<file path="src/common/csc_pkg.sv">
package csc_pkg;

	localparam int WORD_W = 16;
	localparam int ADDR_W = 18;
	localparam int PIXEL_W = 8;
	localparam int ACC_W = 32;
	localparam int PIXEL_MAX = (1 << PIXEL_W) - 1;

	localparam logic [ADDR_W-1:0] RGB_BASE = 18'd146944;

	// colour-space matrix, 16 fractional bits
	localparam int COEF_Y = 76284;
	localparam int COEF_U_G = -25624;
	localparam int COEF_V_R = 104595;
	localparam int COEF_U_B = 132251;
	localparam int COEF_V_G = -53281;
	localparam int Y_OFFSET = 16;
	localparam int C_OFFSET = 128;
	localparam int CSC_SHIFT = 16;

	localparam int FIR_C0 = 21; // outer taps
	localparam int FIR_C1 = 52; // subtracted
	localparam int FIR_C2 = 159; // centre taps
	localparam int FIR_ROUND = 128;
	localparam int FIR_SHIFT = 8;

	localparam int SLOT_CYCLES = 6; // cycles per pixel pair

	typedef union packed {
		logic [WORD_W-1:0] raw;
		logic [1:0][PIXEL_W-1:0] bytes; // [1] holds the earlier sample
	} sram_word_u;

	function automatic logic [PIXEL_W-1:0] clip_pixel(input logic signed [ACC_W-1:0] value);
		if (value < 0) begin
			return '0;
		end
		if (value > PIXEL_MAX) begin
			return '1;
		end
		return value[PIXEL_W-1:0];
	endfunction

endpackage

</file>
<file path="src/convert/yuv_to_rgb.sv">
`timescale 1ns/10ps

module yuv_to_rgb (
	input logic Clock_50,
	input logic Resetn,
	input logic pair_valid,
	input csc_pkg::sram_word_u y_pair,
	input logic [csc_pkg::PIXEL_W-1:0] u_even,
	input logic [csc_pkg::PIXEL_W-1:0] u_odd,
	input logic [csc_pkg::PIXEL_W-1:0] v_even,
	input logic [csc_pkg::PIXEL_W-1:0] v_odd,
	output logic [csc_pkg::PIXEL_W-1:0] r_even, g_even, b_even,
	output logic [csc_pkg::PIXEL_W-1:0] r_odd, g_odd, b_odd
);
	import csc_pkg::*;

	logic [PIXEL_W-1:0] y_in [2];
	logic [PIXEL_W-1:0] u_in [2];
	logic [PIXEL_W-1:0] v_in [2];
	logic signed [ACC_W-1:0] y_term [2];
	logic signed [ACC_W-1:0] vr_term [2];
	logic signed [ACC_W-1:0] ug_term [2];
	logic signed [ACC_W-1:0] vg_term [2];
	logic signed [ACC_W-1:0] ub_term [2];
	logic [PIXEL_W-1:0] r_px [2];
	logic [PIXEL_W-1:0] g_px [2];
	logic [PIXEL_W-1:0] b_px [2];
	logic s1_valid;

	// index 0 is the even pixel
	assign y_in[0] = y_pair.bytes[1];
	assign y_in[1] = y_pair.bytes[0];
	assign u_in[0] = u_even;
	assign u_in[1] = u_odd;
	assign v_in[0] = v_even;
	assign v_in[1] = v_odd;

	always_ff @(posedge Clock_50 or negedge Resetn) begin
		if (!Resetn) begin
			s1_valid <= 1'b0;
		end else begin
			s1_valid <= pair_valid;
		end
	end

	always_ff @(posedge Clock_50) begin
		if (pair_valid) begin
			for (int i = 0; i < 2; i++) begin
				y_term[i] <= COEF_Y * ($signed(ACC_W'(y_in[i])) - Y_OFFSET);
				vr_term[i] <= COEF_V_R * ($signed(ACC_W'(v_in[i])) - C_OFFSET);
				ug_term[i] <= COEF_U_G * ($signed(ACC_W'(u_in[i])) - C_OFFSET);
				vg_term[i] <= COEF_V_G * ($signed(ACC_W'(v_in[i])) - C_OFFSET);
				ub_term[i] <= COEF_U_B * ($signed(ACC_W'(u_in[i])) - C_OFFSET);
			end
		end
		if (s1_valid) begin
			for (int i = 0; i < 2; i++) begin
				r_px[i] <= clip_pixel((y_term[i] + vr_term[i]) >>> CSC_SHIFT);
				g_px[i] <= clip_pixel((y_term[i] + ug_term[i] + vg_term[i]) >>> CSC_SHIFT);
				b_px[i] <= clip_pixel((y_term[i] + ub_term[i]) >>> CSC_SHIFT);
			end
		end
	end

	assign r_even = r_px[0];
	assign g_even = g_px[0];
	assign b_even = b_px[0];
	assign r_odd = r_px[1];
	assign g_odd = g_px[1];
	assign b_odd = b_px[1];

	// products registered for a pair carry no unknown bits
	assert property (@(posedge Clock_50) disable iff (!Resetn)
		pair_valid |=> !$isunknown({y_term[0], y_term[1], vr_term[0], vr_term[1],
		ug_term[0], ug_term[1], vg_term[0], vg_term[1], ub_term[0], ub_term[1]}))
		else $error("stage 1 products unknown after pair_valid");

endmodule

</file>
<file path="src/rtl/csc_sequencer.sv">
`timescale 1ns/10ps

module csc_sequencer #(
	parameter int IMAGE_WIDTH = 320,
	parameter int IMAGE_HEIGHT = 240
) (
	input logic Clock_50,
	input logic Resetn,
	input logic start,
	input csc_pkg::sram_word_u sram_read_data,
	input logic [csc_pkg::PIXEL_W-1:0] r_even, g_even, b_even,
	input logic [csc_pkg::PIXEL_W-1:0] r_odd, g_odd, b_odd,
	output logic finish,
	output logic [csc_pkg::ADDR_W-1:0] sram_address,
	output logic sram_we_n,
	output csc_pkg::sram_word_u sram_write_data,
	output logic [csc_pkg::PIXEL_W-1:0] u_sample, v_sample,
	output logic u_fill, u_shift, v_fill, v_shift,
	output logic pair_valid,
	output csc_pkg::sram_word_u y_pair
);
	import csc_pkg::*;

	localparam logic [ADDR_W-1:0] HALF_W = ADDR_W'(IMAGE_WIDTH / 2);
	localparam logic [ADDR_W-1:0] LAST_PAIR = ADDR_W'(IMAGE_WIDTH / 2 - 1);
	localparam logic [ADDR_W-1:0] LAST_ROW = ADDR_W'(IMAGE_HEIGHT - 1);
	localparam logic [ADDR_W-1:0] U_BASE = ADDR_W'(IMAGE_WIDTH * IMAGE_HEIGHT / 2);
	localparam logic [ADDR_W-1:0] V_BASE =
		ADDR_W'(IMAGE_WIDTH * IMAGE_HEIGHT / 2 + IMAGE_WIDTH * IMAGE_HEIGHT / 4);
	localparam logic [2:0] LAST_SLOT = 3'(SLOT_CYCLES - 1);

	localparam logic [2:0] S_IDLE = 3'd0;
	localparam logic [2:0] S_LEAD_IN = 3'd1;
	localparam logic [2:0] S_PAIR = 3'd2;
	localparam logic [2:0] S_LEAD_OUT = 3'd3;
	localparam logic [2:0] S_DONE = 3'd4;

	logic [2:0] state, slot;
	logic [ADDR_W-1:0] pair, row, row_base, rgb_ptr;
	logic [ADDR_W-1:0] ahead, chroma_idx;
	logic [PIXEL_W-1:0] held_lo, slot_byte;
	logic in_lead, in_pair, writing;

	assign in_lead = state == S_LEAD_IN;
	assign in_pair = state == S_PAIR;
	assign finish = state == S_DONE;

	// three samples ahead, clamped to the last one of the row
	assign ahead = (pair + ADDR_W'(3) > LAST_PAIR) ? LAST_PAIR : pair + ADDR_W'(3);
	assign chroma_idx = row_base + ahead;

	assign writing = slot >= 3'd3 && ((in_pair && pair != '0) || state == S_LEAD_OUT);
	assign sram_we_n = !writing;

	always_comb begin
		sram_address = row_base; // idle reads stay in the Y segment
		if (writing) begin
			sram_address = RGB_BASE + rgb_ptr;
		end else if (in_lead) begin
			// width a multiple of 4 keeps each chroma row word aligned
			sram_address = (slot[0] ? V_BASE : U_BASE) + (row_base >> 1) + ADDR_W'(slot[1]);
		end else if (in_pair && slot == 3'd0) begin
			sram_address = row_base + pair;
		end else if (in_pair && slot < 3'd3) begin
			sram_address = (slot[1] ? V_BASE : U_BASE) + (chroma_idx >> 1);
		end
	end

	always_comb begin
		case (slot)
			3'd3: sram_write_data.bytes = {r_even, g_even};
			3'd4: sram_write_data.bytes = {b_even, r_odd};
			default: sram_write_data.bytes = {g_odd, b_odd};
		endcase
	end

	assign slot_byte = (in_pair && chroma_idx[0]) ? sram_read_data.bytes[0] :
		sram_read_data.bytes[1];
	assign u_sample = (in_lead && slot == 3'd3) ? held_lo : slot_byte; // sample 1 from word 0
	assign v_sample = (in_lead && slot == 3'd4) ? held_lo : slot_byte;

	assign u_fill = in_lead && slot == 3'd2;
	assign v_fill = in_lead && slot == 3'd3;
	assign u_shift = (in_lead && (slot == 3'd3 || slot == 3'd4)) || (in_pair && slot == 3'd3);
	assign v_shift = (in_lead && (slot == 3'd4 || slot == LAST_SLOT)) ||
		(in_pair && slot == 3'd4);
	assign pair_valid = in_pair && slot == LAST_SLOT;

	always_ff @(posedge Clock_50) begin
		held_lo <= sram_read_data.bytes[0];
		if (in_pair && slot == 3'd2) begin
			y_pair <= sram_read_data;
		end
	end

	always_ff @(posedge Clock_50 or negedge Resetn) begin
		if (!Resetn) begin
			state <= S_IDLE;
			slot <= '0;
			pair <= '0;
			row <= '0;
			row_base <= '0;
			rgb_ptr <= '0;
		end else begin
			if (state == S_IDLE || state == S_DONE || slot == LAST_SLOT) begin
				slot <= '0;
			end else begin
				slot <= slot + 3'd1;
			end
			if (writing) begin
				rgb_ptr <= rgb_ptr + ADDR_W'(1);
			end
			case (state)
				S_IDLE: begin
					if (start) begin
						state <= S_LEAD_IN;
						pair <= '0;
						row <= '0;
						row_base <= '0;
						rgb_ptr <= '0;
					end
				end
				S_LEAD_IN: begin
					if (slot == LAST_SLOT) begin
						state <= S_PAIR;
						pair <= '0;
					end
				end
				S_PAIR: begin
					if (slot == LAST_SLOT) begin
						if (pair == LAST_PAIR) begin
							state <= S_LEAD_OUT;
						end else begin
							pair <= pair + ADDR_W'(1);
						end
					end
				end
				S_LEAD_OUT: begin
					if (slot == LAST_SLOT && row == LAST_ROW) begin
						state <= S_DONE;
					end else if (slot == LAST_SLOT) begin
						state <= S_LEAD_IN;
						row <= row + ADDR_W'(1);
						row_base <= row_base + HALF_W;
					end
				end
				default: state <= S_IDLE; // done and unused codes
			endcase
		end
	end

	assert property (@(posedge Clock_50) disable iff (!Resetn)
		!sram_we_n |-> sram_address >= RGB_BASE)
		else $error("write below the RGB segment");

	// V must have been shifted the cycle before the converter samples it
	assert property (@(posedge Clock_50) disable iff (!Resetn)
		pair_valid |-> slot == LAST_SLOT && $past(v_shift))
		else $error("pair_valid outside slot cycle 5");

endmodule

</file>
<file path="src/rtl/csc_top.sv">
`timescale 1ns/10ps

module csc_top #(
	parameter int IMAGE_WIDTH = 320,
	parameter int IMAGE_HEIGHT = 240
) (
	input logic Clock_50,
	input logic Resetn,
	input logic start,
	input csc_pkg::sram_word_u sram_read_data,
	output logic finish,
	output logic [csc_pkg::ADDR_W-1:0] sram_address,
	output logic sram_we_n,
	output csc_pkg::sram_word_u sram_write_data
);
	import csc_pkg::*;

	logic [PIXEL_W-1:0] u_sample, v_sample;
	logic u_fill, u_shift, v_fill, v_shift;
	logic pair_valid;
	sram_word_u y_pair;
	logic [PIXEL_W-1:0] u_even, u_odd, v_even, v_odd;
	logic [PIXEL_W-1:0] r_even, g_even, b_even, r_odd, g_odd, b_odd;

	csc_sequencer #(
		.IMAGE_WIDTH(IMAGE_WIDTH),
		.IMAGE_HEIGHT(IMAGE_HEIGHT)
	) i_sequencer (
		.Clock_50(Clock_50),
		.Resetn(Resetn),
		.start(start),
		.sram_read_data(sram_read_data),
		.r_even(r_even),
		.g_even(g_even),
		.b_even(b_even),
		.r_odd(r_odd),
		.g_odd(g_odd),
		.b_odd(b_odd),
		.finish(finish),
		.sram_address(sram_address),
		.sram_we_n(sram_we_n),
		.sram_write_data(sram_write_data),
		.u_sample(u_sample),
		.v_sample(v_sample),
		.u_fill(u_fill),
		.u_shift(u_shift),
		.v_fill(v_fill),
		.v_shift(v_shift),
		.pair_valid(pair_valid),
		.y_pair(y_pair)
	);

	chroma_fir u_fir (
		.Clock_50(Clock_50),
		.Resetn(Resetn),
		.sample(u_sample),
		.fill(u_fill),
		.shift(u_shift),
		.even_out(u_even),
		.odd_out(u_odd)
	);

	chroma_fir v_fir (
		.Clock_50(Clock_50),
		.Resetn(Resetn),
		.sample(v_sample),
		.fill(v_fill),
		.shift(v_shift),
		.even_out(v_even),
		.odd_out(v_odd)
	);

	yuv_to_rgb i_convert (
		.Clock_50(Clock_50),
		.Resetn(Resetn),
		.pair_valid(pair_valid),
		.y_pair(y_pair),
		.u_even(u_even),
		.u_odd(u_odd),
		.v_even(v_even),
		.v_odd(v_odd),
		.r_even(r_even),
		.g_even(g_even),
		.b_even(b_even),
		.r_odd(r_odd),
		.g_odd(g_odd),
		.b_odd(b_odd)
	);

endmodule

</file>
<file path="src/upsample/chroma_fir.sv">
`timescale 1ns/10ps

module chroma_fir (
	input logic Clock_50,
	input logic Resetn,
	input logic [csc_pkg::PIXEL_W-1:0] sample,
	input logic fill,
	input logic shift,
	output logic [csc_pkg::PIXEL_W-1:0] even_out,
	output logic [csc_pkg::PIXEL_W-1:0] odd_out
);
	import csc_pkg::*;

	localparam int TAPS = 6;

	logic [PIXEL_W-1:0] taps [TAPS];
	logic [PIXEL_W-1:0] next_taps [TAPS];
	logic signed [ACC_W-1:0] outer_sum, inner_sum, centre_sum, acc;

	// tap 0 is the oldest sample, tap 5 the newest
	always_comb begin
		next_taps = taps;
		if (fill) begin
			for (int i = 0; i < TAPS; i++) begin
				next_taps[i] = sample;
			end
		end else if (shift) begin
			for (int i = 0; i < TAPS - 1; i++) begin
				next_taps[i] = taps[i + 1];
			end
			next_taps[TAPS - 1] = sample;
		end
	end

	assign outer_sum = ACC_W'(next_taps[0]) + ACC_W'(next_taps[5]);
	assign inner_sum = ACC_W'(next_taps[1]) + ACC_W'(next_taps[4]);
	assign centre_sum = ACC_W'(next_taps[2]) + ACC_W'(next_taps[3]);
	assign acc = FIR_C0 * outer_sum - FIR_C1 * inner_sum + FIR_C2 * centre_sum + FIR_ROUND;

	always_ff @(posedge Clock_50) begin
		if (fill || shift) begin
			taps <= next_taps;
			even_out <= next_taps[2]; // centre sample passes through
			odd_out <= clip_pixel(acc >>> FIR_SHIFT);
		end
	end

	assert property (@(posedge Clock_50) disable iff (!Resetn) !(fill && shift))
		else $error("fill and shift together");

endmodule
</file>
<file path="config.mk">
export PLATFORM = sky130hd
export DESIGN_NAME = csc_top
export DESIGN_NICKNAME = d
export VERILOG_FILES = /design/src/common/csc_pkg.sv /design/src/convert/yuv_to_rgb.sv /design/src/rtl/csc_sequencer.sv /design/src/rtl/csc_top.sv /design/src/upsample/chroma_fir.sv
export SDC_FILE = /design/constraint.sdc
export NUM_CORES = 2
export LEC_CHECK = 0
export BUFFER_PORTS_ARGS = -buffer_cell sky130_fd_sc_hd__buf_2
export CAP_MARGIN = 25
export CORE_ASPECT_RATIO = 1.2
export CORE_MARGIN = 2
export CORE_UTILIZATION = 55
export CTS_BUF_LIST = sky130_fd_sc_hd__clkbuf_8 sky130_fd_sc_hd__clkbuf_16
export DETAILED_ROUTE_END_ITERATION = 8
export PLACE_DENSITY = 0.71
export SLEW_MARGIN = 0
export SYNTH_ARGS = -nofsm -noshare
export SYNTH_HDL_FRONTEND = slang
export SYNTH_SLANG_ARGS = --single-unit
</file>
<file path="constraint.sdc">
create_clock -name Clock_50 -period 16.86 [get_ports Clock_50]
set_input_delay 1.686 -clock Clock_50 [delete_from_list [all_inputs] [get_ports Clock_50]]
set_output_delay 1.686 -clock Clock_50 [all_outputs]
set_load 0.02 [all_outputs]
</file>
# After elaboration in Yosys (flattened, before gate mapping)
# Memory sizes are Yosys's and may differ from the RTL's.
# Index checks and enable logic that the tools add are counted.
[word_totals] register_bits=215 mem_bits_rw=358 in_bits=19 out_inout_bits=36 wordCells=274 n_memories=8
[memory_table] name="i_convert.ub_term" depth=2 word_bits=32 rd=2 rd_ports_with_merged_regs=0 wr=2 line="yuv_to_rgb.sv:24" text="logic signed [ACC_W-1:0] ub_term [2];"
[memory_table] name="i_convert.vg_term" depth=2 word_bits=32 rd=2 rd_ports_with_merged_regs=0 wr=2 line="yuv_to_rgb.sv:23" text="logic signed [ACC_W-1:0] vg_term [2];"
[memory_table] name="i_convert.vr_term" depth=2 word_bits=32 rd=2 rd_ports_with_merged_regs=0 wr=2 line="yuv_to_rgb.sv:21" text="logic signed [ACC_W-1:0] vr_term [2];"
[memory_table] name="i_convert.y_term" depth=2 word_bits=30 rd=2 rd_ports_with_merged_regs=0 wr=2 line="yuv_to_rgb.sv:20" text="logic signed [ACC_W-1:0] y_term [2];"
[memory_table] name="i_convert.ug_term" depth=2 word_bits=29 rd=2 rd_ports_with_merged_regs=0 wr=2 line="yuv_to_rgb.sv:22" text="logic signed [ACC_W-1:0] ug_term [2];"
[memory_table] name="i_convert.b_px" depth=2 word_bits=8 rd=2 rd_ports_with_merged_regs=0 wr=2 line="yuv_to_rgb.sv:27" text="logic [PIXEL_W-1:0] b_px [2];"
[memory_table] name="+2 memories"
[classes] n_addsub=38 n_mul=16 order_cmp=19 n_eq_ne=18 mux=119 reduce_logical=33
[op_table] cell="2-to-1 mux 8 bit" n=41
[op_table] cell="adder 32 bit" n=10
[op_table] cell="2-to-1 mux 18 bit" n=16
[op_table] cell="2-to-1 mux 48 bit" n=4
[op_table] cell="greater-than comparator 16 x 9 -> 1 bit, second input constant" n=6
[op_table] cell="< comparator 16 x 1 -> 1 bit, second input constant" n=6
[op_table] cell="one-hot mux 18 bit (2 select lines)" n=2
[op_table] cell="adder 32 x 9 -> 32 bit, second input constant" n=2
[op_table] cell="multiplier 13 x 32 -> 29 bit, first input constant" n=2
[op_table] cell="multiplier 16 x 32 -> 30 bit, first input constant" n=2
[op_table] cell="multiplier 17 x 32 -> 32 bit, first input constant" n=2
[op_table] cell="multiplier 18 x 32 -> 32 bit, first input constant" n=2
[op_table] cell="multiplier 19 x 32 -> 32 bit, first input constant" n=2
[op_table] cell="multiplier 5 x 32 -> 30 bit, first input constant" n=2
[op_table] cell="multiplier 6 x 32 -> 32 bit, first input constant" n=2
[op_table] cell="multiplier 9 x 32 -> 32 bit, first input constant" n=2
[op_table] cell="subtractor 32 bit" n=2
[op_table] cell="adder 18 x 1 -> 18 bit, second input constant" n=3
[op_table] cell="adder 8 x 8 -> 9 bit" n=6
[op_table] cell="one-hot mux 18 bit (3 select lines)" n=1
[op_table] cell="greater-than comparator 24 x 9 -> 1 bit, second input constant" n=2
[op_table] cell="< comparator 24 x 1 -> 1 bit, second input constant" n=2
[op_table] cell="2-to-1 mux 1 bit" n=44
[op_table] cell="adder 18 x 17 -> 18 bit" n=2
[op_table] cell="other kinds (30)" n=78

# Longest topological paths before layout
[logic_depth] ltp_word=21 ltp_mapped=50 depth_no_buf=49

# By module
# A second synthesis with hierarchy kept.
[unflattened] hier_cells=6207 area_unflattened_um2=62297.2
[by_module_without_submodules] mod="yuv_to_rgb" instances=1 cells_each=3600 area_per_inst_um2=38732.1 seq_area_each_um2=8793.4
[by_module_without_submodules] mod="chroma_fir at v_fir" instances=1 cells_each=836 area_per_inst_um2=7905.1 seq_area_each_um2=1681.6
[by_module_without_submodules] mod="csc_sequencer" instances=1 cells_each=954 area_per_inst_um2=7888.8 seq_area_each_um2=2467.4
[by_module_without_submodules] mod="chroma_fir at u_fir" instances=1 cells_each=817 area_per_inst_um2=7771.2 seq_area_each_um2=1681.6

# Worst setup path before layout
# OpenSTA, ideal clock, no wires.
[synth_path] path_kind="register to register" start="register i_sequencer.state[2]" end="register i_convert.s1_valid" setup_ns=1.412 arrival_time_ns=13.751 required_time_ns=15.448 path_slack_ns=1.696 path_stages_with_launch=7 path_buffers=3 period_less_slack_ns=15.164 path_cell_list="dfrtp_1 > clkbuf_1 > nor2b_1 > nand2b_1 > clkbuf_1 > buf_1 > nor2_1"
[synth_between] elab_chain_cells=2
[synth_lines] item="start, declared" line="csc_sequencer.sv:38" text="logic [2:0] state, slot;"
[synth_lines] item="start signal, assigned" line="csc_sequencer.sv:98" text="state <= S_IDLE;"
[synth_lines] item="start signal, assigned" line="csc_sequencer.sv:116" text="state <= S_LEAD_IN;"
[synth_lines] item="start signal, assigned" line="csc_sequencer.sv:125" text="state <= S_PAIR;"
[synth_lines] item="== test 3 x 2 -> 1 bit" line="csc_sequencer.sv:45" text="assign in_pair = state == S_PAIR;"
[synth_lines] item="logical AND 1 bit" line="csc_sequencer.sv:87" text="assign pair_valid = in_pair && slot == LAST_SLOT;"
[synth_lines] item="net i_convert.pair_valid" line="yuv_to_rgb.sv:6" text="input logic pair_valid,"
[synth_lines] item="end signal, assigned" line="yuv_to_rgb.sv:42" text="s1_valid <= pair_valid;"
[synth_lines] item="end, declared" line="yuv_to_rgb.sv:28" text="logic s1_valid;"
# The timed path passes the listed nets, and every way through them passes these cells.
# A chain may end at the register's enable or synchronous reset.

==> impl_metrics.ini <==
[status]
status = completed

[route]
routed_via_density = 5.71
first_pass_iters = 6
postRouteWirelength_um = 157000
routedWlPerCell_um = 19.5
ant_nets = 0
drc = 0
drt_iter0_markers = 2816
vias = 45900

[cts]
ctsHtreeMaxLevel = 3
clock_latency_ps = 690
cts_tree = done
clkTransAtPathRegs_ps = 60
numCtsBuffers = 66
cts_buffer_depth = 3
postCtsHoldBufs = 0
cts_num_sinks = 556
clock-root-buffer = clkbuf_16
cts_resized = 0
postCtsSetupBuffers = 0

[global_route]
antenna_found_initial = 6
grt_max_degree = 77
grt_pass1_vias = 47400
grt-ovfl-total = 0
grt_first_pass_wirelength_um = 253000
grt_use_total_pct = 26.5

[logic_synthesis]
syn-mean-instance-area_um2 = 10.2
synth_edf_count = 474
seq_area_frac_synth_pct = 25.0
synth_ff_type = edfxtp_1
synth_top_area_cell = ha_1
synthTopCellsByArea = ha_1, edfxtp_1, fa_1
synthDistinctLibCells = 93
netlist_instances = 6372
yosysWarnings = 0
ys_seq_elements = 556
async_flop_share_pct = 13.3
yosysTopAreaCellShare_pct = 25.0
synth_area_um2 = 65000

[sta]
rsz0062_at_grt = false
finalSetupViolCount = 0
tns_ps = 0
relSlewSlack_pct = 32.4
post-route-min-period_ps = 13490
fin_ws_ps = 3370
finalMaxSlewViolations = 0
fin_worst_skew_ps = 33.3
fin_crit_sh_pct = 80.0
hold_violations = 0
tightest_slew_ps = 1010
holdWs_ps = 513
fmax_mhz = 74.1

[floorplanning]
num_rows = 138
pin_count = 55
die_width_um = 318
die_area_um2 = 121000
die_h_um = 381
core_um2 = 118000
start_util_pct = 55.3

[setup_path]
crit_path_max_fanout = 13
worstSetupPathType = register to register
cp.required_ps = 17250
crit_path_end_kind = register
start_kind = register
arrival_ps = 13880
cp_slowest_cell = or4b_4
slowest_delay_ps = 590
reg2reg_depth = 48
crit_path_frequent_cell = inv_1

[cells_and_area]
instances_no_fill = 8045
layout-drive-gt1-share_pct = 4.24
n_fill_cell = 9938
area_growth_pct = 6.85
fin_nets = 8311

[placed_design]
io_buffers = 54
routabilityCongestion = 0.936
dpl_worst_slack_ps = 3450
dpl.cell_count = 7922
dpl.hpwl_um = 129000

[hold_path]
hold_depth = 2
hold_path.class = register to register

[run]
maxCapViolCount = 0
path summary, 6_finish.rpt:
kind	slack, ps	from	to
worst max-delay path	3370	i_sequencer.pair[0]	v_fir.odd_out[5]
worst min-delay path	510	i_sequencer.row[1]	i_sequencer.row[1]
worst max register to register	3370	i_sequencer.pair[0]	v_fir.odd_out[5]
worst min register to register	510	i_sequencer.row[1]	i_sequencer.row[1]
max in group asynchronous	15480	Resetn	i_convert.s1_valid
min in group asynchronous	820	Resetn	i_sequencer.row[5]
layout by cell type, fill, tap and decap left out, drive strengths merged, types with 10 or more instances in the layout:
cell and count:
buf 88, clkinv 23, edfxtp 474, or3 27
xor2 138, xnor2 282, o21ai 195, a311oi 11
clkbuf 68, a221o 21, a21oi 368, nand4 25
and2 21, inv 1059, or2 25, fa 541
a211oi 34, a21boi 16, mux2 15, ha 1299
mux2i 20, o41ai 13, conb 10, and3 44
nand2b 29, a31oi 109, o21bai 83, a211o 13
nor3 93, nand2 338, nor4 23, a21o 105
nor2b 67, o211ai 17, o31ai 23, nand3 101
o21a 81, dfrtp 74, nor2 365
cells in the mapped netlist (all sizes together) (13+ instances only):
library cell / number
o211ai: 17
nand4: 25
or3: 27
o21a: 81
o21bai: 83
a211oi: 34
and3: 44
clkbuf: 77
xor2: 138
o21ai: 195
a31oi: 109
nor2: 365
o41ai: 13
a21oi: 368
or2: 25
xnor2: 282
nor4: 23
nor2b: 67
mux2: 15
nor3: 93
inv: 1042
o31ai: 23
dfrtp: 74
nand2b: 29
a211o: 13
and2: 21
ha: 1299
a21boi: 16
a221o: 21
mux2i: 20
nand2: 338
a21o: 105
edfxtp: 474
fa: 541
nand3: 101
critical path, delay by kind of cell, from the launching register on:
kind	cells	cell delay, ps
XOR/XNOR	2	490
buffers and inverters	10	620
multiplexers	2	350
flip-flops	1	580
adder cells (fa/ha/maj)	14	5500
AO/OA/AOI/OAI	15	3770
AND/OR/NAND/NOR	5	1870
metal layers:
layer / vias to the layer above / track usage (%) / wire length [um]
li1: 22100 / - / -
met1: 22400 / 33.4 / 66300
met2: 1079 / 46.5 / 77300
met3: 319 / 2.50 / 6320
met4: 4 / 11.0 / 6660
met5: - / 0 / 27
final cells by class:
cell class	instances	area [um^2]	share of cell area, %
clock buffers	68	1680	2.42
well taps	1540	1930	2.77
clock inverters	52	514	0.741
diodes	1	2.50	0.00360
inverters	1045	3920	5.65
multi-input cells	4695	44600	64.2
repair buffers	88	571	0.822
flip-flops and latches	556	16200	23.4
state kept, by name (all words and copies together) (netlist names), 13 cells and up:
name and count:
i_sequencer.y_pair 16, u_fir.taps 40, v_fir.taps 40, i_convert.y_term 60, i_sequencer.rgb_ptr 18, i_convert.ug_term 58
i_sequencer.row_base 13, i_convert.b_px 16, i_convert.g_px 16, i_sequencer.row 18, i_convert.r_px 16, i_convert.vg_term 60
i_convert.ub_term 60, i_convert.vr_term 60, i_sequencer.pair 18
metrics by stage:
stage	util [%]	cell area, um^2
after floorplan	-	65000
final	59.1	69400
after detailed placement	57.2	67200
after global routing	59.1	69400
after global placement	57.1	67200
after CTS	59.0	69400
logic make-up (layout without fill, tap and decap cells):
group                    Yosys count  in the layout  synth area share, %
AO/OA/AOI/OAI                   1190           1190                 11.9
AND/OR/NAND/NOR                 1200           1200                 8.71
multiplexers                      35             35                0.568
adder cells (fa/ha/maj)         1840           1840                 41.7
flip-flops                       556            556                 25.0
other                              1             11              0.00577
XOR/XNOR                         420            420                 5.66
buffers and inverters           1130           1253                 6.54
Power is not shown: default switching activity piles up to over one toggle a cycle in this logic, so the estimate is an artifact.
